--- src/sram_params.svh ---
/*
  SRAM bank constants: bus widths, array depth and AHB transfer, size and response codes
*/
`ifndef SRAM_PARAMS_SVH
`define SRAM_PARAMS_SVH

`define SRAM_DATA_W    32
`define SRAM_LANES     4
`define SRAM_WADDR_W   10
`define SRAM_ADDR_W    (`SRAM_WADDR_W + 2)

`define HTRANS_NONSEQ  2'b10
`define HTRANS_SEQ     2'b11

`define HSIZE_BYTE     3'b000
`define HSIZE_HALF     3'b001
`define HSIZE_WORD     3'b010

`define HRESP_OKAY     2'b00
`define HRESP_ERROR    2'b01

`endif

--- src/sram_pkg.sv ---
/*
  SRAM bank package: data, address and AHB field types shared by the bank blocks
*/
`include "sram_params.svh"

package sram_pkg;

  typedef logic [`SRAM_DATA_W-1:0] word_t;
  typedef logic [`SRAM_ADDR_W-1:0] baddr_t;   // byte address inside the bank
  typedef logic [`SRAM_LANES-1:0]  lane_en_t; // active low
  typedef logic [2:0]              hsize_t;
  typedef logic [1:0]              htrans_t;
  typedef logic [1:0]              hresp_t;

  // two-cycle error response sequence
  typedef enum logic [1:0] {
    DENY_IDLE,
    DENY_ERR1,
    DENY_ERR2
  } deny_state_t;

endpackage

--- src/sram_deny_guard.sv ---
/*
  SRAM deny guard: blocks transfers that hit a region deny flag
  and answers them with the two-cycle ERROR response
*/
`timescale 1ns/1ps
`include "sram_params.svh"

module sram_deny_guard
  import sram_pkg::*;
(
  input  logic    i_sys_hclk,
  input  logic    i_sys_rst_b,
  input  logic    i_hsel,
  input  htrans_t i_htrans,
  input  logic    i_hwrite,
  input  logic    i_rd_deny,
  input  logic    i_wr_deny,
  input  logic    i_bank_hready,
  output logic    o_hsel_g,
  output htrans_t o_htrans_g,
  output logic    o_hready,
  output hresp_t  o_hresp
);

  logic        act;
  logic        hit;
  deny_state_t state_q;
  deny_state_t state_d;

  assign act = i_hsel & ((i_htrans == `HTRANS_NONSEQ) | (i_htrans == `HTRANS_SEQ)) & o_hready;
  assign hit = act & (i_hwrite ? i_wr_deny : i_rd_deny);

  assign o_hsel_g   = i_hsel & ~hit;
  assign o_htrans_g = hit ? '0 : i_htrans;  // idle toward the bank

  always_comb
  begin
    case (state_q)
      DENY_IDLE: state_d = hit ? DENY_ERR1 : DENY_IDLE;
      DENY_ERR1: state_d = DENY_ERR2;
      DENY_ERR2: state_d = hit ? DENY_ERR1 : DENY_IDLE;  // back-to-back deny
      default:   state_d = DENY_IDLE;
    endcase
  end

  always_ff @(posedge i_sys_hclk or negedge i_sys_rst_b)
  begin
    if (!i_sys_rst_b)
      state_q <= DENY_IDLE;
    else
      state_q <= state_d;
  end

  always_comb
  begin
    case (state_q)
      DENY_ERR1:
      begin
        o_hready = 1'b0;
        o_hresp  = `HRESP_ERROR;
      end
      DENY_ERR2:
      begin
        o_hready = 1'b1;
        o_hresp  = `HRESP_ERROR;
      end
      default:
      begin
        o_hready = i_bank_hready;
        o_hresp  = `HRESP_OKAY;
      end
    endcase
  end

endmodule

--- config.mk ---
export PLATFORM = sky130hd
export DESIGN_NAME = sram_deny_guard
export DESIGN_NICKNAME = d
export VERILOG_FILES = /design/src/sram_pkg.sv /design/src/sram_deny_guard.sv
export VERILOG_INCLUDE_DIRS = /design/src
export SDC_FILE = /design/constraint.sdc
export NUM_CORES = 1
export LEC_CHECK = 0
export ABC_AREA = 1
export BUFFER_PORTS_ARGS = -buffer_cell sky130_fd_sc_hd__buf_2
export CAP_MARGIN = 20
export CORE_AREA = 10 10 47 49
export DETAILED_ROUTE_END_ITERATION = 8
export DIE_AREA = 0 0 57 59
export PLACE_DENSITY = 0.45
export SYNTH_ARGS = -nofsm -noshare
export SYNTH_HDL_FRONTEND = slang
export SYNTH_SLANG_ARGS = --single-unit
export TNS_END_PERCENT = 20
--- constraint.sdc ---
create_clock -name i_sys_hclk -period 3.2 [get_ports i_sys_hclk]
set_input_delay 0.48 -clock i_sys_hclk [delete_from_list [all_inputs] [get_ports i_sys_hclk]]
set_output_delay 0.48 -clock i_sys_hclk [all_outputs]
set_load 0.05 [all_outputs]
==> summary.txt <==
Clock tree
  • TritonCTS buffer count: 3
  • Setup Buffers After CTS: 0
  • Clock Root Buffer: clkbuf_4
  • CTS max path bufs: 2
  • Worst-skew pair later-pin latency: 0.22 ns
  • Post-CTS resize count: 0
  • Clock sink count: 2
  • Hold-fix buffers, CTS: 0
  • H-tree Lvls: 1
  • Clock slew at reported path FFs: 0.03 ns
  • TritonCTS clock tree: yes

Synthesis
  • Netlist Area Pre-Place: 223 um^2
  • Gate Count Post-Synth: 29
  • Synth Net Count: 42
  • Syn. warnings: 0
  • Seq cells post-synth: 2
  • Yosys cell types: 12
  • Synth Area per Inst: 7.68 um^2
  • Register area share after synthesis: 0.225

STA
  • Clock skew: 0.00147 ns
  • Final setup viols: 0
  • Fin crit share: 0.641
  • Final max-slew violation count: 0
  • TNS Setup: 0 ns
  • Setup ws final: 1.15 ns
  • Max frequency: 488 MHz
  • Fin. Hold Viols: 0
  • Period minus WS final: 2.05 ns
  • RSZ-0062 raised after global routing: no

Floorplanning
  • Core area: 1400 um^2
  • Die X: 57 um
  • Initial Util: 0.159
  • Die area: 3360 um^2
  • Die Y-Extent: 59 um
  • Rows: 14
  • # IOs: 15

Detailed routing
  • Antenna Nets Post-Route: 0
  • Vias per cell: 3.45
  • Routed length per instance: 8.60 um
  • Initial DRC count: 2
  • Total Routed Length: 516 um
  • # DRC: 0
  • First drt pass iteration count: 2
  • DR vias: 207

Layout
  • Share of layout cells above drive strength 1: 0.477
  • Reg with most FFs: state_q
  • Fin nets: 59
  • ANT cells: 0
  • Max reg flops: 2
  • Top flop regs: state_q: 2 flops
  • Filler cells: 172
  • Area grow syn2layout: 44.9%

Critical path
  • R2R cell count: 7
  • R2r endpoint: state_q[0]
  • R2r startpoint: state_q[0]
  • Crit path kind: reg2out
  • CP Data Required Time: 2.72 ns
  • Arrival time at the worst endpoint: 1.57 ns
  • Element type at the critical path end: output port
  • CP Launch Type: register
  • CP Max Fanout: 4
  • R2r setup slk: 2.02 ns

Place
  • Final HPWL DP: 456 um
  • Final RePlAce weighted congestion: 0.621
  • Post-place setup slack: 1.37 ns
  • Port Buf Inserts: 13

Status
  • Outcome: finished clean

Pwr
  • Overall Power: 121 uW
  • Worst vdd ir: 0.107 mV
  • Leak: 0.000194 uW
  • Power density over cell area: 373 nW/um^2

GRT
  • Gr usage total: 0.0375
  • GRT overflow: 0
  • Initial antenna violation count: 0
  • Pin count of the biggest net entering global routing: 5
  • Vias in the first global route: 247
  • Global-route wire length before repair: 945 um

Flow run
  • MaxCap Viol Count: 0

Worst hold path
  • Hold Crit Class: in2async
## logic make-up after synthesis
kind of cell / count (synthesis) / synth area share
and+or+nand+nor: 12 / 0.332
buffers and inverters: 9 / 0.169
adders and majority gates: 4 / 0.225
DFF: 2 / 0.225
AOI/OAI and AO/OA: 1 / 0.0337
other: 1 / 0.0168
## Yosys cell counts
master | number | area, um^2
o21bai_1 | 1 | 7.51
nand2_1 | 7 | 26.3
buf_4 | 1 | 7.51
nand2_2 | 2 | 12.5
inv_1 | 7 | 26.3
conb_1 | 1 | 3.75
nor2_2 | 1 | 6.26
ha_1 | 4 | 50.1
clkinv_1 | 1 | 3.75
nand3_4 | 1 | 17.5
dfrtp_1 | 2 | 50.1
nand2_4 | 1 | 11.3
## area by class of cell
type | instances | area [um^2] | area share
inverters | 8 | 30.0 | 0.0930
repair buffers | 13 | 65.1 | 0.202
flip-flops and latches | 2 | 50.0 | 0.155
well taps | 16 | 20.0 | 0.0620
multi-input cells | 18 | 135 | 0.419
clock buffers | 3 | 22.5 | 0.0698
## cell usage in the layout (no fill, tap or decap)
master,netlist,layout
nand2_1,7,7
clkinv_1,1,1
clkbuf_4,0,3
buf_2,0,13
nand2_2,2,2
o21bai_1,1,1
nand2_4,1,1
dfrtp_1,2,2
nand3_4,1,1
inv_1,7,7
ha_1,4,4
nor2_2,1,1
conb_1,1,1
## worst max path at each step
stage | endpoint | startpoint | slack [ns]
6_report | o_htrans_g[1] | state_q[0] | 1.15
5_1_grt | o_htrans_g[1] | state_q[0] | 1.00
4_1_cts | o_htrans_g[0] | state_q[0] | 1.11
3_5_place_dp | o_htrans_g[1] | state_q[0] | 1.37
3_3_place_gp | o_htrans_g[0] | state_q[0] | 1.36
2_1_floorplan | o_hsel_g | state_q[0] | 0.96
## worst max-delay path, cell delays in order, from the launching register on
cell and delay (ns):
dfrtp_1 0.36, inv_1 0.07, ha_1 0.32, nand2_1 0.11, nand2_4 0.07, nand3_4 0.07, nand2_1 0.05, inv_1 0.04
buf_2 0.25
## layer usage
| layer | vias up | part of all wire | GRT usage |
|---|---|---|---|
| met5 | - | 0 | 0 |
| met2 | 5 | 0.58 | 0.0589 |
| li1 | 110 | - | - |
| met3 | 0 | 0.068 | 0.0236 |
| met4 | 0 | 0 | 0.0403 |
| met1 | 92 | 0.35 | 0.0308 |
## metrics by stage
| stage | hold WS (ns) | instance area [um^2] | utilization | cells |
|---|---|---|---|---|
| detailed placement | 0.267 | 300 | 0.214 | 57 |
| global route | 0.0174 | 323 | 0.230 | 60 |
| finish | 0.0362 | 323 | 0.230 | 60 |
| CTS | 0.0238 | 323 | 0.230 | 60 |
| floorplan | 0.184 | 223 | - | 29 |
| global placement | 0.267 | 300 | 0.214 | 57 |
## power breakdown
group	internal [uW]	switching (uW)
Combinational	10.7	28.1
Clock	41.3	13.6
Sequential	26.2	0.603
No activity file was read; power rests on OpenSTA's default activity.
