**src/sram_params.svh**
```systemverilog
/*
  SRAM bank constants: bus widths, array depth and AHB transfer, size and response codes
*/
`ifndef SRAM_PARAMS_SVH
`define SRAM_PARAMS_SVH

`define SRAM_DATA_W    32
`define SRAM_LANES     4
`define SRAM_WADDR_W   10
`define SRAM_ADDR_W    (`SRAM_WADDR_W + 2)

`define HTRANS_NONSEQ  2'b10
`define HTRANS_SEQ     2'b11

`define HSIZE_BYTE     3'b000
`define HSIZE_HALF     3'b001
`define HSIZE_WORD     3'b010

`define HRESP_OKAY     2'b00
`define HRESP_ERROR    2'b01

`endif

```
**src/sram_pkg.sv**
```systemverilog
/*
  SRAM bank package: data, address and AHB field types shared by the bank blocks
*/
`include "sram_params.svh"

package sram_pkg;

  typedef logic [`SRAM_DATA_W-1:0] word_t;
  typedef logic [`SRAM_ADDR_W-1:0] baddr_t;   // byte address inside the bank
  typedef logic [`SRAM_LANES-1:0]  lane_en_t; // active low
  typedef logic [2:0]              hsize_t;
  typedef logic [1:0]              htrans_t;
  typedef logic [1:0]              hresp_t;

  // two-cycle error response sequence
  typedef enum logic [1:0] {
    DENY_IDLE,
    DENY_ERR1,
    DENY_ERR2
  } deny_state_t;

endpackage

```
**src/sram_access_ctrl.sv**
```systemverilog
/*
  SRAM access control: posts writes into the data phase, arbitrates the array port
  and stalls a read that collides with a posted write for one cycle
*/
`timescale 1ns/1ps
`include "sram_params.svh"

module sram_access_ctrl
  import sram_pkg::*;
(
  input  logic       i_sys_hclk,
  input  logic       i_sys_rst_b,
  input  logic       i_hsel,
  input  htrans_t    i_htrans,
  input  logic       i_hwrite,
  input  hsize_t     i_hsize,
  input  baddr_t     i_haddr,
  input  logic       i_hready,
  output logic       o_ram_sel,
  output logic       o_ram_write,
  output hsize_t     o_ram_size,
  output baddr_t     o_ram_addr,
  output hsize_t     o_size_r,
  output logic [1:0] o_addr_lo_r,
  output logic       o_sel_r,
  output logic       o_bank_hready,
  output logic       o_idle
);

  logic   act;
  logic   rd_act;
  logic   wr_act;
  logic   collide;
  logic   pst_vld;
  logic   pst_write;
  logic   raw_stall;
  hsize_t pst_size;
  baddr_t pst_addr;

  assign act     = i_hsel & ((i_htrans == `HTRANS_NONSEQ) | (i_htrans == `HTRANS_SEQ)) & i_hready;
  assign rd_act  = act & ~i_hwrite;
  assign wr_act  = act & i_hwrite;
  assign collide = rd_act & pst_vld & pst_write;  // read meets posted write

  always_ff @(posedge i_sys_hclk or negedge i_sys_rst_b)
  begin
    if (!i_sys_rst_b)
    begin
      pst_vld   <= 1'b0;
      pst_write <= 1'b0;
      raw_stall <= 1'b0;
    end
    else
    begin
      pst_vld   <= wr_act | collide;
      pst_write <= wr_act;  // low for a deferred read
      raw_stall <= collide;
    end
  end

  always_ff @(posedge i_sys_hclk)
  begin
    if (wr_act || collide)
    begin
      pst_size <= i_hsize;
      pst_addr <= i_haddr;
    end
  end

  // data-phase copy for the lane steerer
  always_ff @(posedge i_sys_hclk or negedge i_sys_rst_b)
  begin
    if (!i_sys_rst_b)
      o_sel_r <= 1'b0;
    else if (i_hready)
      o_sel_r <= act;
  end

  always_ff @(posedge i_sys_hclk)
  begin
    if (i_hready)
    begin
      o_size_r    <= i_hsize;
      o_addr_lo_r <= i_haddr[1:0];
    end
  end

  // posted access owns the port
  assign o_ram_sel   = pst_vld | rd_act;
  assign o_ram_write = pst_vld & pst_write;
  assign o_ram_size  = pst_vld ? pst_size : i_hsize;
  assign o_ram_addr  = pst_vld ? pst_addr : i_haddr;

  assign o_bank_hready = ~raw_stall;
  assign o_idle        = ~act & ~pst_vld;

endmodule

```
**config.mk**
```make
export PLATFORM = sky130hd
export DESIGN_NAME = sram_access_ctrl
export DESIGN_NICKNAME = d
export VERILOG_FILES = /design/src/sram_pkg.sv /design/src/sram_access_ctrl.sv
export VERILOG_INCLUDE_DIRS = /design/src
export SDC_FILE = /design/constraint.sdc
export NUM_CORES = 1
export LEC_CHECK = 0
export ABC_AREA = 1
export BUFFER_PORTS_ARGS = -buffer_cell sky130_fd_sc_hd__buf_2
export CORE_ASPECT_RATIO = 1.4
export CORE_UTILIZATION = 42
export CTS_BUF_LIST = sky130_fd_sc_hd__clkbuf_8
export CTS_CLUSTER_SIZE = 40
export DETAILED_ROUTE_END_ITERATION = 8
export HOLD_SLACK_MARGIN = 0.1
export PLACE_DENSITY = 0.84
export REMOVE_ABC_BUFFERS = 1
export SETUP_SLACK_MARGIN = 0.05
export SLEW_MARGIN = 40
export SYNTH_ARGS = -nofsm -noshare
export SYNTH_HDL_FRONTEND = slang
export SYNTH_SLANG_ARGS = --single-unit
```
**constraint.sdc**
```tcl
create_clock -name i_sys_hclk -period 1.85 [get_ports i_sys_hclk]
set_input_delay 0.0925 -clock i_sys_hclk [delete_from_list [all_inputs] [get_ports i_sys_hclk]]
set_output_delay 0.0925 -clock i_sys_hclk [all_outputs]
set_load 0.05 [all_outputs]
```
==> metrics.md <==
| Metric | Value |
|---|---|
| Status | completed |
| Final GP Congestion | 0.662 |
| Timing-limited maximum frequency | about 0.65 GHz |
| Setup_tns | 0 ns |
| Placed insts | 154 |
| Synthesized flop and latch total | 24 |
| Arr. time, crit path | 1.46 ns |
| Num rows | 20 |
| Pwr/cell area | 838 nW/um^2 |
| Drt total wl | approximately 2300 um |
| Placed cell area | 1220 um^2 |
| Adder-Cell Fraction of Synth Area | 0% |
| PnR worst setup slack | 0.301 ns |
| Crit end category | output port |
| Clock skew | 0.00416 ns |
| Total clock buffers created by CTS | 3 |
| Crit share post-route | 83.7% |
| Largest net degree at the start of global routing | 18 |
| Antenna Violating Nets Remaining | 0 |
| Post-Synth XOR/XNOR Area | 0% |
| Total power | ~1.2 mW |
| First-pass GRT wire length | 3440 um |
| Simple-gate share of the synthesized area | 20.9% |
| Final Cell Area | about 1500 um^2 |
| CTS tree | built |
| ANT cells | 0 |
| Final hold slack | 0.107 ns |
| Synth top area share | about three fifths |
| Die ar. | 2550 um^2 |
| Initial DRC count | 16 |
| WS Path Type | reg2out |
| Starting density of the core | 44.8% |
| Worst path required time | 1.76 ns |
| Clk buf depth | 2 |
| Area grow syn2layout | 47.7% |
| Largest cells by area after synthesis | edfxtp_1 (61%), nand2_1 (17%), dfrtp_1 (10%) |
| Port Buf Inserts | 45 |
| Core box area | 2200 um^2 |
| Worst Max-Slew Pin Slew | 0.285 ns |
| Share of cells above drive strength 1 | 36.4% |
| Final setup violation count | 0 |
| Syn Std Cell Area | between 900 and 1000 um^2 |
| Seq/Total Area, Yosys | 71.0% |
| GRT Overall Usage | about a fifth |
| Router iterations before antenna repair | 6 |
| Clock sink count | 24 |
| Worst-skew pair later-pin latency | between 0.2 and 0.3 ns |
| Final Hold Vio Count | 0 |
| Post-synthesis average cell area | 11.3 um^2 |
| Peak VDD IR | 0.700 mV |
| Worst slack, placed | 0.439 ns |
| DIE HEIGHT | 59.4 um |
| Vias in the first global route | 798 |
| Largest family of logic cells by synthesized area | simple AND/OR/NAND/NOR gates |
| Post-synth top area cell | edfxtp_1 |
| H-tree depth | 1 |
| I/O pin cnt | 47 |
| Vias | 856 |
| Syn Inst Count | 87 |
| FF-to-FF setup slack | 0.44 ns |
| Worst hold path class | in2reg |
| Via-to-Cell Ratio | just under 5 |
| Initial antenna violation count | 0 |
| Post-DP HPWL | 1460 um |
| Die Wd | 43.0 um |
| RSZ-0062 raised after global routing | false |
| Static Leak | 0.711 nW |
| Max-cap viol count | 0 |
| Multiplexer share of the synthesized area | 0% |
| Critical path fanouts, max | 13 |
| Worst rel slew slack | 81.0% |
| Yosys cell types | 14 |
| Compound-Gate Fraction of Synth Area | 1.01% |
| Layout Nets | 177 |
| Startpoint class of the critical path | flop |
| Yosys warnings | 0 |
| Final Non-Filler Cells | 176 |
| Fin util | 66.2% |
| Cts repair resizes | 0 |
| Routed WL per cell | 13.1 um |
| Overflow left after global routing | 0 |
| DRC Markers | 0 |
| Max-slew violations | 0 |
| Clk pin slew, worst setup/hold paths | 0.08 ns |
| Final Critical Period | 1.55 ns |
| CTS root buffer | clkbuf_8 |
==> sequential cells by signal (all words and copies together), names as in the netlist <==
signal and flops:
pst_vld 1, pst_addr 12, raw_stall 1, pst_size 3, o_size_r 3, o_sel_r 1
o_addr_lo_r 2, pst_write 1
==> per-layer routing <==
| layer | vias up | share of wire [%] | wire length, um | global-route usage, % |
|---|---|---|---|---|
| met3 | 8 | 5.8 | 133 | 4.57 |
| met5 | - | 0 | 0 | 0 |
| met1 | 392 | 38 | 862 | 19.1 |
| met2 | 44 | 54 | 1240 | 34.8 |
| met4 | 0 | 2.7 | 61 | 8.66 |
| li1 | 412 | - | - | - |
==> cells by family after synthesis <==
group                  count (synthesis)
AOI/OAI and AO/OA                      2
and+or+nand+nor                       52
DFF                                   24
buffers and inverters                  9
==> synthesized netlist by cell type <==
cell      instances
a21oi_1           1
buf_6             1
buf_8             1
clkbuf_8          1
dfrtp_1           4
edfxtp_1         20
inv_1             5
inv_8             1
nand2_1          45
nand2_2           3
nand3_1           1
nand4_1           1
nor2_1            2
o21ai_0           1
==> worst paths after layout <==
check / startpoint / end / cells past startpoint
max in group asynchronous: i_sys_rst_b / o_sel_r$_DFFE_PN0P_ / 2
min reg2reg: pst_write$_DFF_PN0_ / raw_stall$_DFF_PN0_ / 2
min: i_hsel / raw_stall$_DFF_PN0_ / 3
max: pst_vld$_DFF_PN0_ / o_ram_addr[8] / 4
max reg2reg: pst_vld$_DFF_PN0_ / pst_addr[11]$_DFFE_PP_ / 3
min in group asynchronous: i_sys_rst_b / pst_vld$_DFF_PN0_ / 2
==> layout make-up <==
class / instances / area (um^2)
clock buffer: 4 / 55.1
fill: 143 / 744
timing repair buffer: 66 / 428
sequential: 24 / 701
inverter: 6 / 30.0
tap: 22 / 27.5
multi-input combinational: 54 / 216
==> timing repair <==
item                      4_1_cts  5_1_grt
buffers inserted                0        0
hold buffers                   18        0
hold endpoints to repair       26        0
==> critical path, cell delays in order (launching register included) <==
cell and delay (ns):
dfrtp_1 0.51, buf_4 0.25, nand2_1 0.09, nand2_1 0.08, buf_2 0.26
==> where the power goes <==
group | total, mW | switching, mW | internal (mW)
combinational | 0.263 | 0.186 | 0.0772
clock | 0.347 | 0.157 | 0.190
sequential | 0.611 | 0.00618 | 0.605
==> placed cells by master (no fill, tap or decap) <==
cell type,synthesis,routed
a21oi_1,1,1
buf_2,0,45
buf_4,0,3
clkbuf_8,1,4
dfrtp_1,4,4
dlygate4sd3_1,0,18
edfxtp_1,20,20
inv_1,5,5
inv_8,1,1
nand2_1,45,45
nand2_2,3,3
nand3_1,1,1
nand4_1,1,1
nor2_1,2,2
o21ai_0,1,1
Note: power is estimated with default switching activity, not from simulation.
