<file path="config.mk">
export PLATFORM = sky130hd
export DESIGN_NAME = sram_lane_steer
export DESIGN_NICKNAME = d
export VERILOG_FILES = /design/src/sram_pkg.sv /design/src/sram_lane_steer.sv
export VERILOG_INCLUDE_DIRS = /design/src
export SDC_FILE = /design/constraint.sdc
export NUM_CORES = 1
export LEC_CHECK = 0
export ABC_AREA = 1
export BUFFER_PORTS_ARGS = -buffer_cell sky130_fd_sc_hd__buf_2
export CAP_MARGIN = 20
export CORE_UTILIZATION = 25
export DETAILED_ROUTE_END_ITERATION = 10
export GPL_ROUTABILITY_DRIVEN = 0
export PLACE_DENSITY = 0.49
export SLEW_MARGIN = 20
export SYNTH_ARGS = -nofsm -noshare
export SYNTH_HDL_FRONTEND = slang
export SYNTH_SLANG_ARGS = --single-unit
</file>
<file path="constraint.sdc">
create_clock -name vclk -period 2.35
set_input_delay 0.235 -clock vclk [all_inputs]
set_output_delay 0.235 -clock vclk [all_outputs]
set_load 0.01 [all_outputs]
</file>
<file path="src/sram_params.svh">
/*
  SRAM bank constants: bus widths, array depth and AHB transfer, size and response codes
*/
`ifndef SRAM_PARAMS_SVH
`define SRAM_PARAMS_SVH

`define SRAM_DATA_W    32
`define SRAM_LANES     4
`define SRAM_WADDR_W   10
`define SRAM_ADDR_W    (`SRAM_WADDR_W + 2)

`define HTRANS_NONSEQ  2'b10
`define HTRANS_SEQ     2'b11

`define HSIZE_BYTE     3'b000
`define HSIZE_HALF     3'b001
`define HSIZE_WORD     3'b010

`define HRESP_OKAY     2'b00
`define HRESP_ERROR    2'b01

`endif

</file>
<file path="src/sram_pkg.sv">
/*
  SRAM bank package: data, address and AHB field types shared by the bank blocks
*/
`include "sram_params.svh"

package sram_pkg;

  typedef logic [`SRAM_DATA_W-1:0] word_t;
  typedef logic [`SRAM_ADDR_W-1:0] baddr_t;   // byte address inside the bank
  typedef logic [`SRAM_LANES-1:0]  lane_en_t; // active low
  typedef logic [2:0]              hsize_t;
  typedef logic [1:0]              htrans_t;
  typedef logic [1:0]              hresp_t;

  // two-cycle error response sequence
  typedef enum logic [1:0] {
    DENY_IDLE,
    DENY_ERR1,
    DENY_ERR2
  } deny_state_t;

endpackage

</file>
<file path="src/sram_lane_steer.sv">
/*
  SRAM lane steering: mirrors byte and halfword lanes for a big-endian bus,
  separately for write data toward the array and read data toward the bus
*/
`timescale 1ns/1ps
`include "sram_params.svh"

module sram_lane_steer
  import sram_pkg::*;
(
  input  logic       i_little_endian,
  input  logic       i_sel_r,
  input  hsize_t     i_size_r,
  input  logic [1:0] i_addr_lo_r,
  input  word_t      i_hwdata,
  input  word_t      i_ram_rdata,
  output word_t      o_ram_wdata,
  output word_t      o_hrdata
);

  logic [4:0] byte_ofs;
  logic [4:0] byte_mir_ofs;
  logic [4:0] half_ofs;
  logic [4:0] half_mir_ofs;

  // bit offsets of the addressed lane and its mirror
  assign byte_ofs     = {i_addr_lo_r, 3'b000};
  assign byte_mir_ofs = {~i_addr_lo_r, 3'b000};
  assign half_ofs     = {i_addr_lo_r[1], 4'b0000};
  assign half_mir_ofs = {~i_addr_lo_r[1], 4'b0000};

  always_comb
  begin
    o_ram_wdata = i_hwdata;
    o_hrdata    = i_ram_rdata;
    if (i_sel_r && !i_little_endian)
    begin
      case (i_size_r)
        `HSIZE_BYTE:
        begin
          o_ram_wdata = '0;
          o_hrdata    = '0;
          o_ram_wdata[byte_ofs +: 8] = i_hwdata[byte_mir_ofs +: 8];
          o_hrdata[byte_mir_ofs +: 8] = i_ram_rdata[byte_ofs +: 8];
        end
        `HSIZE_HALF:
        begin
          o_ram_wdata = '0;
          o_hrdata    = '0;
          o_ram_wdata[half_ofs +: 16] = i_hwdata[half_mir_ofs +: 16];
          o_hrdata[half_mir_ofs +: 16] = i_ram_rdata[half_ofs +: 16];
        end
        default: ;  // word stays in place
      endcase
    end
  end

endmodule

</file>
==> impl_table.tex, run 1 <==
\begin{tabular}{lr}
\hline
Metric & Value \\
\hline
\multicolumn{2}{l}{\textbf{Run status}} \\
Outcome & complete, no violations \\
\multicolumn{2}{l}{\textbf{Setup path}} \\
Data arrival time of the critical path & 1.93 ns \\
Classification of the worst setup path & primary input to output port \\
Longest individual stage delay on the worst path & 0.41 ns \\
Max stage delay cell, worst path & nor3\_4 \\
Crit path max fanout & 8 \\
Kind of start point of the critical path & primary input \\
Kind of end point of the critical path & output port \\
Required time worst endpoint & 2.12 ns \\
Worst Path Buf+Inv & 4 \\
Most prevalent standard cell on the critical path & nand2\_1 \\
Cells traversed along the worst timing path & buf\_2, inv\_2, ha\_1, inv\_1, nand2\_1, nor3\_4, nand2\_1, o21ai\_0, nand2\_1, o21ai\_0, buf\_2 \\
Largest delay contributor family on the critical path & simple AND/OR/NAND/NOR gates \\
\multicolumn{2}{l}{\textbf{Drt}} \\
Router iterations before antenna repair & 5 \\
Per-cell via count in the routed design & 4.92 \\
Average wire per cell in the routed design & 13.2 um \\
Post-detailed-routing wire length & 11300 um \\
Total number of vias & 4198 \\
Antenna viol nets, final & 0 \\
DRC errors left & 0 \\
DRC marker count from the first detailed-route iteration & 224 \\
\multicolumn{2}{l}{\textbf{Finish}} \\
Combined area of the multi-input logic cells & 0.00221 sq mm \\
Synth-to-layout area growth & 28.2\% \\
Footprint of the flip-flops and latches & 0 sq um \\
Post-layout instance count excluding filler cells & 854 \\
Filler cell count & 1271 \\
Number of clock buffers in the layout & 0 \\
Antenna diodes & 0 \\
Proportion of layout cells with a drive suffix above 1 & 0.240 \\
Number of nets in the final layout & 797 \\
Total number of sequential cells & 0 \\
\multicolumn{2}{l}{\textbf{STA}} \\
Setup repair after global routing missed its margin & false \\
Final slew viol count & 0 \\
Final period utilization & 0.920 \\
Final setup fails & 0 \\
Fin. Hold Viols & 0 \\
Total Neg Setup Slack & 0 ns \\
Final critical-path required period & 2.16 ns \\
Worst Tran Pin Value & 0.818 ns \\
Worst rel slew slack & 0.454 \\
Fmax & 463 MHz \\
\multicolumn{2}{l}{\textbf{Power and ir drop}} \\
Switching component of the power & 0.356 mW \\
Clock network fraction of design power & 0 \\
Worst IR Drop VDD & 0.0000502 V \\
Power per Cell Area & 158 mW/mm\^{}2 \\
Power share of the sequential group & 0 \\
Overall power of the completed layout & 0.551 mW \\
Reported leakage power & 2.22 nW \\
Comb pwr share & 1.000 \\
Switching portion of total power & 0.647 \\
Int Power & 0.194 mW \\
\multicolumn{2}{l}{\textbf{Floorplan}} \\
Height of the chip & 106 um \\
Total number of placement rows & 37 \\
Starting density of the core & 0.260 \\
Core area & 0.0105 sq mm \\
Die ar. & 0.0113 sq mm \\
Width of the die & 106 um \\
Top-level port count & 135 \\
\multicolumn{2}{l}{\textbf{Yosys}} \\
Area leader, netlist & nand2\_1 \\
Fraction of the yosys area taken by sequential cells & 0 \\
Top-count cell post-synth & nand2\_1 \\
Post-Syn Area per Cell & 4.49 sq um \\
Leading cell types by total area after synthesis & nand2\_1 42\%, nand3\_1 15\%, inv\_1 11\% \\
Mapped Area & 0.00272 sq mm \\
Synthesized instance count & 607 \\
Share of Yosys cell area claimed by the top area cell type & 0.422 \\
Yosys warns & 0 \\
Number of nets in the synthesized netlist & 684 \\
Commonest cells in the netlist & 306 x nand2\_1, 81 x nand3\_1, 78 x inv\_1 \\
Count of unique library cells instantiated by Yosys & 25 \\
\multicolumn{2}{l}{\textbf{Place}} \\
Cell Count Post-Placement & 854 \\
Count of input and output buffers & 135 \\
Placed wire-length estimate after detailed placement & 8410 um \\
\multicolumn{2}{l}{\textbf{Min path}} \\
Endpoint with the worst hold slack & o\_hrdata[0] \\
Number of cells on the worst hold path & 4 \\
Path class of the lowest-slack min-delay path & primary input to output port \\
HP Start & i\_ram\_rdata[0] \\
\multicolumn{2}{l}{\textbf{Global route}} \\
Via count of the first global-routing pass & 3958 \\
Global-route wire length before repair & 18900 um \\
Pin count of the biggest net entering global routing & 61 \\
Number of antenna violations at the first check in global routing & 1 \\
Global-route usage over all layers & 0.200 \\
Grt total ovfl & 0 \\
\multicolumn{2}{l}{\textbf{Clock network}} \\
Number of buffers added to fix hold violations after cts & 0 \\
\multicolumn{2}{l}{\textbf{Run}} \\
Reported max-cap violation count & 0 \\
\hline
\end{tabular}
cell families (layout without fill, tap and decap cells):
family | Yosys count | after routing | share of synthesized area
buf+inv | 122 | 233 | 0.189
fa+ha+maj | 6 | 6 | 0.0276
compound gates | 40 | 40 | 0.0763
simple gates | 439 | 439 | 0.707
cell type report:
class | count | area share
Tap cell | 136 | 0.0487
Inverter | 85 | 0.0921
Multi-Input combinational cell | 485 | 0.634
Timing Repair Buffer | 148 | 0.225
metal layers:
layer,share of wire,GRT usage,wire (um),up-vias
met2,0.46,0.353,5210,225
met1,0.44,0.267,4950,1825
met4,0.014,0.0387,156,2
li1,-,-,-,2128
met5,0.00098,0,11,-
met3,0.085,0.0116,959,18
how the worst max path moves through the flow:
stage | start | endpoint | slack [ns] | depth (start not counted)
6_report | i_addr_lo_r[1] | o_ram_wdata[1] | 0.19 | 11
3_5_place_dp | i_addr_lo_r[0] | o_hrdata[9] | 0.17 | 11
5_1_grt | i_addr_lo_r[1] | o_ram_wdata[1] | 0.005 | 11
3_3_place_gp | i_addr_lo_r[1] | o_ram_wdata[1] | 0.19 | 11
2_1_floorplan | i_addr_lo_r[0] | o_ram_wdata[1] | 0.30 | 11
4_1_cts | i_addr_lo_r[0] | o_hrdata[9] | 0.17 | 11
power by group through the flow:
stage          logic [mW]  registers [mW]  clock network, mW
2_1_floorplan       0.324               0                  0
3_3_place_gp        0.541               0                  0
3_5_place_dp        0.547               0                  0
4_1_cts             0.549               0                  0
5_1_grt             0.616               0                  0
6_report            0.551               0                  0
cell usage in the layout (no fill, tap or decap), types with 3 or more instances in the layout:
| master | synthesis | routed |
|---|---|---|
| nand4_1 | 30 | 30 |
| inv_1 | 78 | 78 |
| ha_1 | 6 | 6 |
| o21ai_1 | 24 | 24 |
| o22ai_1 | 4 | 4 |
| buf_2 | 13 | 135 |
| nand3_1 | 81 | 81 |
| nor2_4 | 6 | 7 |
| nor2_1 | 5 | 5 |
| o21ai_0 | 7 | 7 |
| buf_4 | 6 | 12 |
| nand2_1 | 306 | 306 |
| inv_2 | 6 | 6 |
| nor2_2 | 4 | 3 |
| nand3_2 | 3 | 3 |
| a21oi_1 | 4 | 4 |
stage by stage:
stage | hold slack, ns | util | worst slack, ns | instance area [sq um]
global route | 0.781 | 0.334 | 0.00475 | 3490
CTS | 0.773 | 0.333 | 0.171 | 3490
detailed placement | 0.771 | 0.333 | 0.171 | 3490
global placement | 0.768 | 0.333 | 0.186 | 3490
finish | 0.767 | 0.334 | 0.188 | 3490
floorplan | 0.592 | - | 0.303 | 2720
repair_timing:
item	4_1_cts	5_1_grt
resized for setup	0	1
setup endpoints to repair	0	3
setup buffers	0	0
(Power assumes the default switching activity.)
==> run 2: changes to the inputs <==
Settings changed: CORE_MARGIN set to 4, CORE_UTILIZATION 25 to 49, PLACE_DENSITY 0.49 to 0.85.
==> impl_table.tex, run 2 (synthesized netlist as in run 1, its figures left out) <==
\begin{tabular}{lr}
\hline
Metric & Value \\
\hline
\multicolumn{2}{l}{\textbf{Run status}} \\
Outcome & complete, no violations (unchanged) \\
\multicolumn{2}{l}{\textbf{Global route}} \\
Global-route usage over all layers & 0.282 (was 0.200) \\
Number of antenna violations at the first check in global routing & 0 (was 1) \\
Via count of the first global-routing pass & 3828 (was 3958) \\
Grt total ovfl & 0 (unchanged) \\
Pin count of the biggest net entering global routing & 61 (unchanged) \\
Global-route wire length before repair & 16000 um (was 18900 um) \\
\multicolumn{2}{l}{\textbf{Floorplan}} \\
Width of the die & 82.6 um (was 106 um) \\
Top-level port count & 135 (unchanged) \\
Core area & 0.00524 sq mm (was 0.0105 sq mm) \\
Die ar. & 0.00682 sq mm (was 0.0113 sq mm) \\
Starting density of the core & 0.520 (was 0.260) \\
Height of the chip & 82.6 um (was 106 um) \\
Total number of placement rows & 26 (was 37) \\
\multicolumn{2}{l}{\textbf{STA}} \\
Final period utilization & 0.921 (was 0.920) \\
Worst rel slew slack & 0.511 (was 0.454) \\
Post-route setup slack & 0.186 ns (was 0.188 ns) \\
Final setup fails & 0 (unchanged) \\
Total Neg Setup Slack & 0 ns (unchanged) \\
Final slew viol count & 0 (unchanged) \\
Fin. Hold Viols & 0 (unchanged) \\
Worst Tran Pin Value & 0.733 ns (was 0.818 ns) \\
Fmax & 462 MHz (was 463 MHz) \\
Setup repair after global routing missed its margin & false (unchanged) \\
Final critical-path required period & 2.16 ns (about the same) \\
\multicolumn{2}{l}{\textbf{Finish}} \\
Most used cells in the layout excluding fill and tap cells & 306 x nand2\_1, 135 x buf\_2, 81 x nand3\_1 (unchanged) \\
Antenna diodes & 0 (unchanged) \\
Final cell area excluding filler cells & 0.00340 sq mm (was 0.00349 sq mm) \\
Synth-to-layout area growth & 24.7\% (was 28.2\%) \\
Number of nets in the final layout & 796 (was 797) \\
Utilization after layout & 0.649 (was 0.334) \\
Proportion of layout cells with a drive suffix above 1 & 0.238 (was 0.240) \\
Total number of sequential cells & 0 (unchanged) \\
Footprint of the flip-flops and latches & 0 sq um (unchanged) \\
Most frequent standard cell in the layout excluding fill and tap cells & nand2\_1 (unchanged) \\
Number of clock buffers in the layout & 0 (unchanged) \\
\multicolumn{2}{l}{\textbf{Setup path}} \\
Kind of start point of the critical path & primary input (unchanged) \\
Kind of end point of the critical path & output port (unchanged) \\
Data arrival time of the critical path & 1.93 ns (about the same) \\
Classification of the worst setup path & primary input to output port (unchanged) \\
Crit path max fanout & 8 (unchanged) \\
Required time worst endpoint & 2.12 ns (about the same) \\
\multicolumn{2}{l}{\textbf{Drt}} \\
Total number of vias & 4344 (was 4198) \\
DRC errors left & 0 (unchanged) \\
Per-cell via count in the routed design & 5.52 (was 4.92) \\
Average wire per cell in the routed design & 12.8 um (was 13.2 um) \\
Antenna viol nets, final & 0 (unchanged) \\
DRC marker count from the first detailed-route iteration & 431 (was 224) \\
Router iterations before antenna repair & 7 (was 5) \\
Post-detailed-routing wire length & 10000 um (was 11300 um) \\
\multicolumn{2}{l}{\textbf{Place}} \\
Count of input and output buffers & 135 (unchanged) \\
Placed inst area & 0.00340 sq mm (was 0.00349 sq mm) \\
Worst Setup Slack post-DPL & 0.213 ns (was 0.171 ns) \\
Placed wire-length estimate after detailed placement & 7600 um (was 8410 um) \\
\multicolumn{2}{l}{\textbf{Power and ir drop}} \\
Switching portion of total power & 0.645 (was 0.647) \\
Comb pwr share & 1.000 (about the same) \\
Reported leakage power & 2.22 nW (about the same) \\
Switching component of the power & 0.351 mW (was 0.356 mW) \\
Clock network fraction of design power & 0 (about the same) \\
Power per Cell Area & 160 mW/mm\^{}2 (was 158 mW/mm\^{}2) \\
Worst IR Drop VDD & 0.0000810 V (was 0.0000502 V) \\
Int Power & 0.193 mW (was 0.194 mW) \\
Power share of the sequential group & 0 (about the same) \\
Overall power of the completed layout & 0.544 mW (was 0.551 mW) \\
\multicolumn{2}{l}{\textbf{Min path}} \\
Path class of the lowest-slack min-delay path & primary input to output port (unchanged) \\
HP Start & i\_ram\_rdata[1] (was i\_ram\_rdata[0]) \\
Number of cells on the worst hold path & 4 (unchanged) \\
Endpoint with the worst hold slack & o\_hrdata[1] (was o\_hrdata[0]) \\
\multicolumn{2}{l}{\textbf{Clock network}} \\
\# resized after CTS & 0 (unchanged) \\
Number of buffers added to fix hold violations after cts & 0 (unchanged) \\
Post-CTS Setup Inserts & 0 (unchanged) \\
\multicolumn{2}{l}{\textbf{Run}} \\
Reported max-cap violation count & 0 (unchanged) \\
\hline
\end{tabular}
run 2: cell types whose count changed in the layout (fill, tap and decap cells not counted), sizes merged:
| cell | delta |
|---|---|
| buf | -1 |
run 2: cell type report:
class	count	area, sq um
timing repair buffer	147	778
multi-input combinational	485	2210
tap	70	87.6
inverter	85	322
fill	531	1840
run 2: routing by layer:
layer / global-route usage / share of wire
met5: 0 / 0
met4: 0.116 / 0.024
met3: 0.0163 / 0.12
met2: 0.491 / 0.47
met1: 0.358 / 0.39
run 2: worst max-delay path by stage:
stage	start	slack (ns)	to	cells after the start
global route	i_addr_lo_r[1]	0.07	o_ram_wdata[2]	11
global placement	i_addr_lo_r[1]	0.30	o_ram_wdata[1]	11
CTS	i_addr_lo_r[1]	0.21	o_ram_wdata[1]	11
finish	i_addr_lo_r[1]	0.19	o_ram_wdata[5]	9
floorplan	i_addr_lo_r[0]	0.30	o_ram_wdata[1]	11
detailed placement	i_addr_lo_r[1]	0.21	o_ram_wdata[1]	11
run 2: per-stage QoR:
step                      cells  hold slack (ns)
after floorplan             607            0.592
after global placement      787            0.764
after detailed placement    787            0.767
after CTS                   787            0.770
after global routing        787            0.777
final                       787            0.768
run 2: worst max-delay path, stage by stage:
cell,delay (ns)
buf_2,0.12
inv_2,0.14
ha_1,0.31
inv_1,0.09
nand2_1,0.14
nor3_4,0.42
a21oi_1,0.13
o22ai_1,0.18
buf_2,0.17
run 2: power by group through the flow:
stage / Combinational, mW / Sequential [mW] / Clock [mW]
after floorplan: 0.324 / 0 / 0
after global placement: 0.521 / 0 / 0
after detailed placement: 0.535 / 0 / 0
after CTS: 0.538 / 0 / 0
after global routing: 0.601 / 0 / 0
final: 0.544 / 0 / 0
==> run 3: changes to the inputs <==
--- a/config.mk
+++ b/config.mk
@@ -15,4 +15,5 @@
 export GPL_ROUTABILITY_DRIVEN = 0
 export PLACE_DENSITY = 0.85
+export REMOVE_ABC_BUFFERS = 1
 export SLEW_MARGIN = 20
 export SYNTH_ARGS = -nofsm -noshare
==> constraint.sdc (replaced) <==
create_clock -name vclk -period 2.35
set_input_delay 0.5875 -clock vclk [all_inputs]
set_output_delay 0.5875 -clock vclk [all_outputs]
set_load 0.01 [all_outputs]
==> impl_table.tex, run 3 (synthesized netlist as in run 1, its figures left out) <==
\begin{tabular}{lr}
\hline
Metric & Value \\
\hline
\multicolumn{2}{l}{\textbf{Run status}} \\
Outcome & finished, violations left (was complete, no violations) \\
Violated checks & setup timing \\
\multicolumn{2}{l}{\textbf{Min path}} \\
HP Start & i\_ram\_rdata[3] (was i\_ram\_rdata[1]) \\
Path class of the lowest-slack min-delay path & primary input to output port (unchanged) \\
\multicolumn{2}{l}{\textbf{Setup path}} \\
Most prevalent standard cell on the critical path & nand2\_1 (was buf\_2) \\
Logic depth of the worst setup path including buffers & 12 (was 9) \\
Kind of end point of the critical path & output port (unchanged) \\
Largest delay contributor family on the critical path & simple AND/OR/NAND/NOR gates (unchanged) \\
Cells traversed along the worst timing path & buf\_8, buf\_6, ha\_4, inv\_4, nand3\_4, nor2\_4, buf\_6, nand4\_1, nand2\_1, nand2\_1, nand2\_1, buf\_2 (was buf\_2, inv\_2, ha\_1, inv\_1, nand2\_1, nor3\_4, a21oi\_1, o22ai\_1, buf\_2) \\
Data arrival time of the critical path & 1.98 ns (was 1.93 ns) \\
Required time worst endpoint & 1.76 ns (was 2.12 ns) \\
Startpoint of the worst setup timing path & i\_addr\_lo\_r[1] (unchanged) \\
Critical Path Sink & o\_hrdata[12] (was o\_ram\_wdata[5]) \\
Kind of start point of the critical path & primary input (unchanged) \\
Max stage delay cell, worst path & ha\_4 (was nor3\_4) \\
Crit path max fanout & 8 (unchanged) \\
Worst Path Buf+Inv & 5 (was 4) \\
Classification of the worst setup path & primary input to output port (unchanged) \\
Longest individual stage delay on the worst path & 0.16 ns (was 0.42 ns) \\
\multicolumn{2}{l}{\textbf{Place}} \\
Count of input and output buffers & 135 (unchanged) \\
Cell Count Post-Placement & 810 (was 787) \\
Placed wire-length estimate after detailed placement & 7960 um (was 7600 um) \\
\multicolumn{2}{l}{\textbf{Global route}} \\
Met3 usage & 0.0390 (was 0.0163) \\
Global-route usage over all layers & 0.308 (was 0.282) \\
Number of antenna violations at the first check in global routing & 0 (unchanged) \\
Global-route wire length before repair & 17200 um (was 16000 um) \\
Via count of the first global-routing pass & 3975 (was 3828) \\
Global routing's busiest layer & met2 (unchanged) \\
Pin count of the biggest net entering global routing & 38 (was 61) \\
Met1 Usage GRT & 0.375 (was 0.358) \\
Grt total ovfl & 0 (unchanged) \\
Global Route met2 Usage & 0.554 (was 0.491) \\
\multicolumn{2}{l}{\textbf{Drt}} \\
Post-detailed-routing wire length & 11700 um (was 10000 um) \\
DRC errors left & 0 (unchanged) \\
Per-cell via count in the routed design & 5.67 (was 5.52) \\
Router iterations before antenna repair & 8 (was 7) \\
Average wire per cell in the routed design & 14.2 um (was 12.8 um) \\
DRC marker count from the first detailed-route iteration & 473 (was 431) \\
Antenna viol nets, final & 0 (unchanged) \\
Total number of vias & 4663 (was 4344) \\
\multicolumn{2}{l}{\textbf{STA}} \\
Total Neg Setup Slack & -6.72 ns (was 0 ns) \\
Worst rel slew slack & 0.764 (was 0.511) \\
Final setup fails & 64 (was 0) \\
Fmax & 390 MHz (was 462 MHz) \\
Final slew viol count & 0 (unchanged) \\
Worst hold margin & 1.47 ns (was 0.768 ns) \\
Worst Tran Pin Value & 0.354 ns (was 0.733 ns) \\
Final period utilization & 1.09 (was 0.921) \\
Post-route setup slack & -0.214 ns (was 0.186 ns) \\
Setup repair after global routing missed its margin & true (was false) \\
Final critical-path required period & 2.56 ns (was 2.16 ns) \\
Fin. Hold Viols & 0 (unchanged) \\
\multicolumn{2}{l}{\textbf{Finish}} \\
Synth-to-layout area growth & 52.9\% (was 24.7\%) \\
Proportion of layout cells with a drive suffix above 1 & 0.354 (was 0.238) \\
Total number of sequential cells & 0 (unchanged) \\
Antenna diodes & 0 (unchanged) \\
Post-layout instance count excluding filler cells & 822 (was 787) \\
Utilization after layout & 0.795 (was 0.649) \\
Footprint of the flip-flops and latches & 0 sq um (unchanged) \\
Filler cell count & 413 (was 531) \\
Most used cells in the layout excluding fill and tap cells & 288 x nand2\_1, 131 x buf\_2, 74 x inv\_1 (was 306 x nand2\_1, 135 x buf\_2, 81 x nand3\_1) \\
Number of clock buffers in the layout & 0 (unchanged) \\
Most frequent standard cell in the layout excluding fill and tap cells & nand2\_1 (unchanged) \\
Number of nets in the final layout & 831 (was 796) \\
\multicolumn{2}{l}{\textbf{Power and ir drop}} \\
Worst IR Drop VDD & 0.000105 V (was 0.0000810 V) \\
Overall power of the completed layout & 0.678 mW (was 0.544 mW) \\
Reported leakage power & 2.52 nW (was 2.22 nW) \\
Power per Cell Area & 163 mW/mm\^{}2 (was 160 mW/mm\^{}2) \\
\multicolumn{2}{l}{\textbf{Floorplan}} \\
Core area & 0.00524 sq mm (unchanged) \\
Width of the die & 82.6 um (unchanged) \\
Height of the chip & 82.6 um (unchanged) \\
Top-level port count & 135 (unchanged) \\
Starting density of the core & 0.520 (unchanged) \\
Total number of placement rows & 26 (unchanged) \\
Die ar. & 0.00682 sq mm (unchanged) \\
\multicolumn{2}{l}{\textbf{Run}} \\
Reported max-cap violation count & 0 (unchanged) \\
\hline
\end{tabular}
-- run 3: changes by cell type in the layout (fill, tap and decap cells not counted), sizes merged --
cell and delta:
clkbuf +1, buf +34
-- run 3: timing repair --
item,4_1_cts,5_1_grt
endpoints found under the setup margin,64,64
hold buffers,0,0
setup buffers,3,7
resized for setup,77,39
cloned,1,1
pin swaps,40,40
-- run 3: worst min path at each step --
stage / to / slack (ns) / depth (start not counted)
after floorplan: o_hrdata[0] / 1.30 / 2
after global placement: o_hrdata[0] / 1.47 / 4
after detailed placement: o_hrdata[3] / 1.47 / 4
after CTS: o_hrdata[3] / 1.48 / 4
after global routing: o_hrdata[3] / 1.50 / 4
final: o_hrdata[3] / 1.47 / 4
-- run 3: where the power goes --
group          total (mW)  internal (mW)  switching, mW  leakage [nW]
registers               0              0              0             0
logic               0.678          0.263          0.415          2.52
clock network           0              0              0             0
-- run 3: cell type report --
class              instances  area, sq um  area share
multi-input cells        485         2520       0.605
well taps                 70         87.6      0.0210
inverters                 85          339      0.0814
repair buffers           182         1220       0.292
-- run 3: stage by stage --
stage / instance area, sq um / setup WS [ns]
2_1_floorplan: 2530 / -0.476
3_3_place_gp: 3590 / -0.248
3_5_place_dp: 3590 / -0.291
4_1_cts: 3920 / -0.138
5_1_grt: 4170 / -0.282
6_report: 4170 / -0.214
-- run 3: metal layers --
metal,up-vias,wire (um)
met1,1981,4130
met3,65,1720
met5,-,0
met4,0,405
met2,426,5440
li1,2191,-
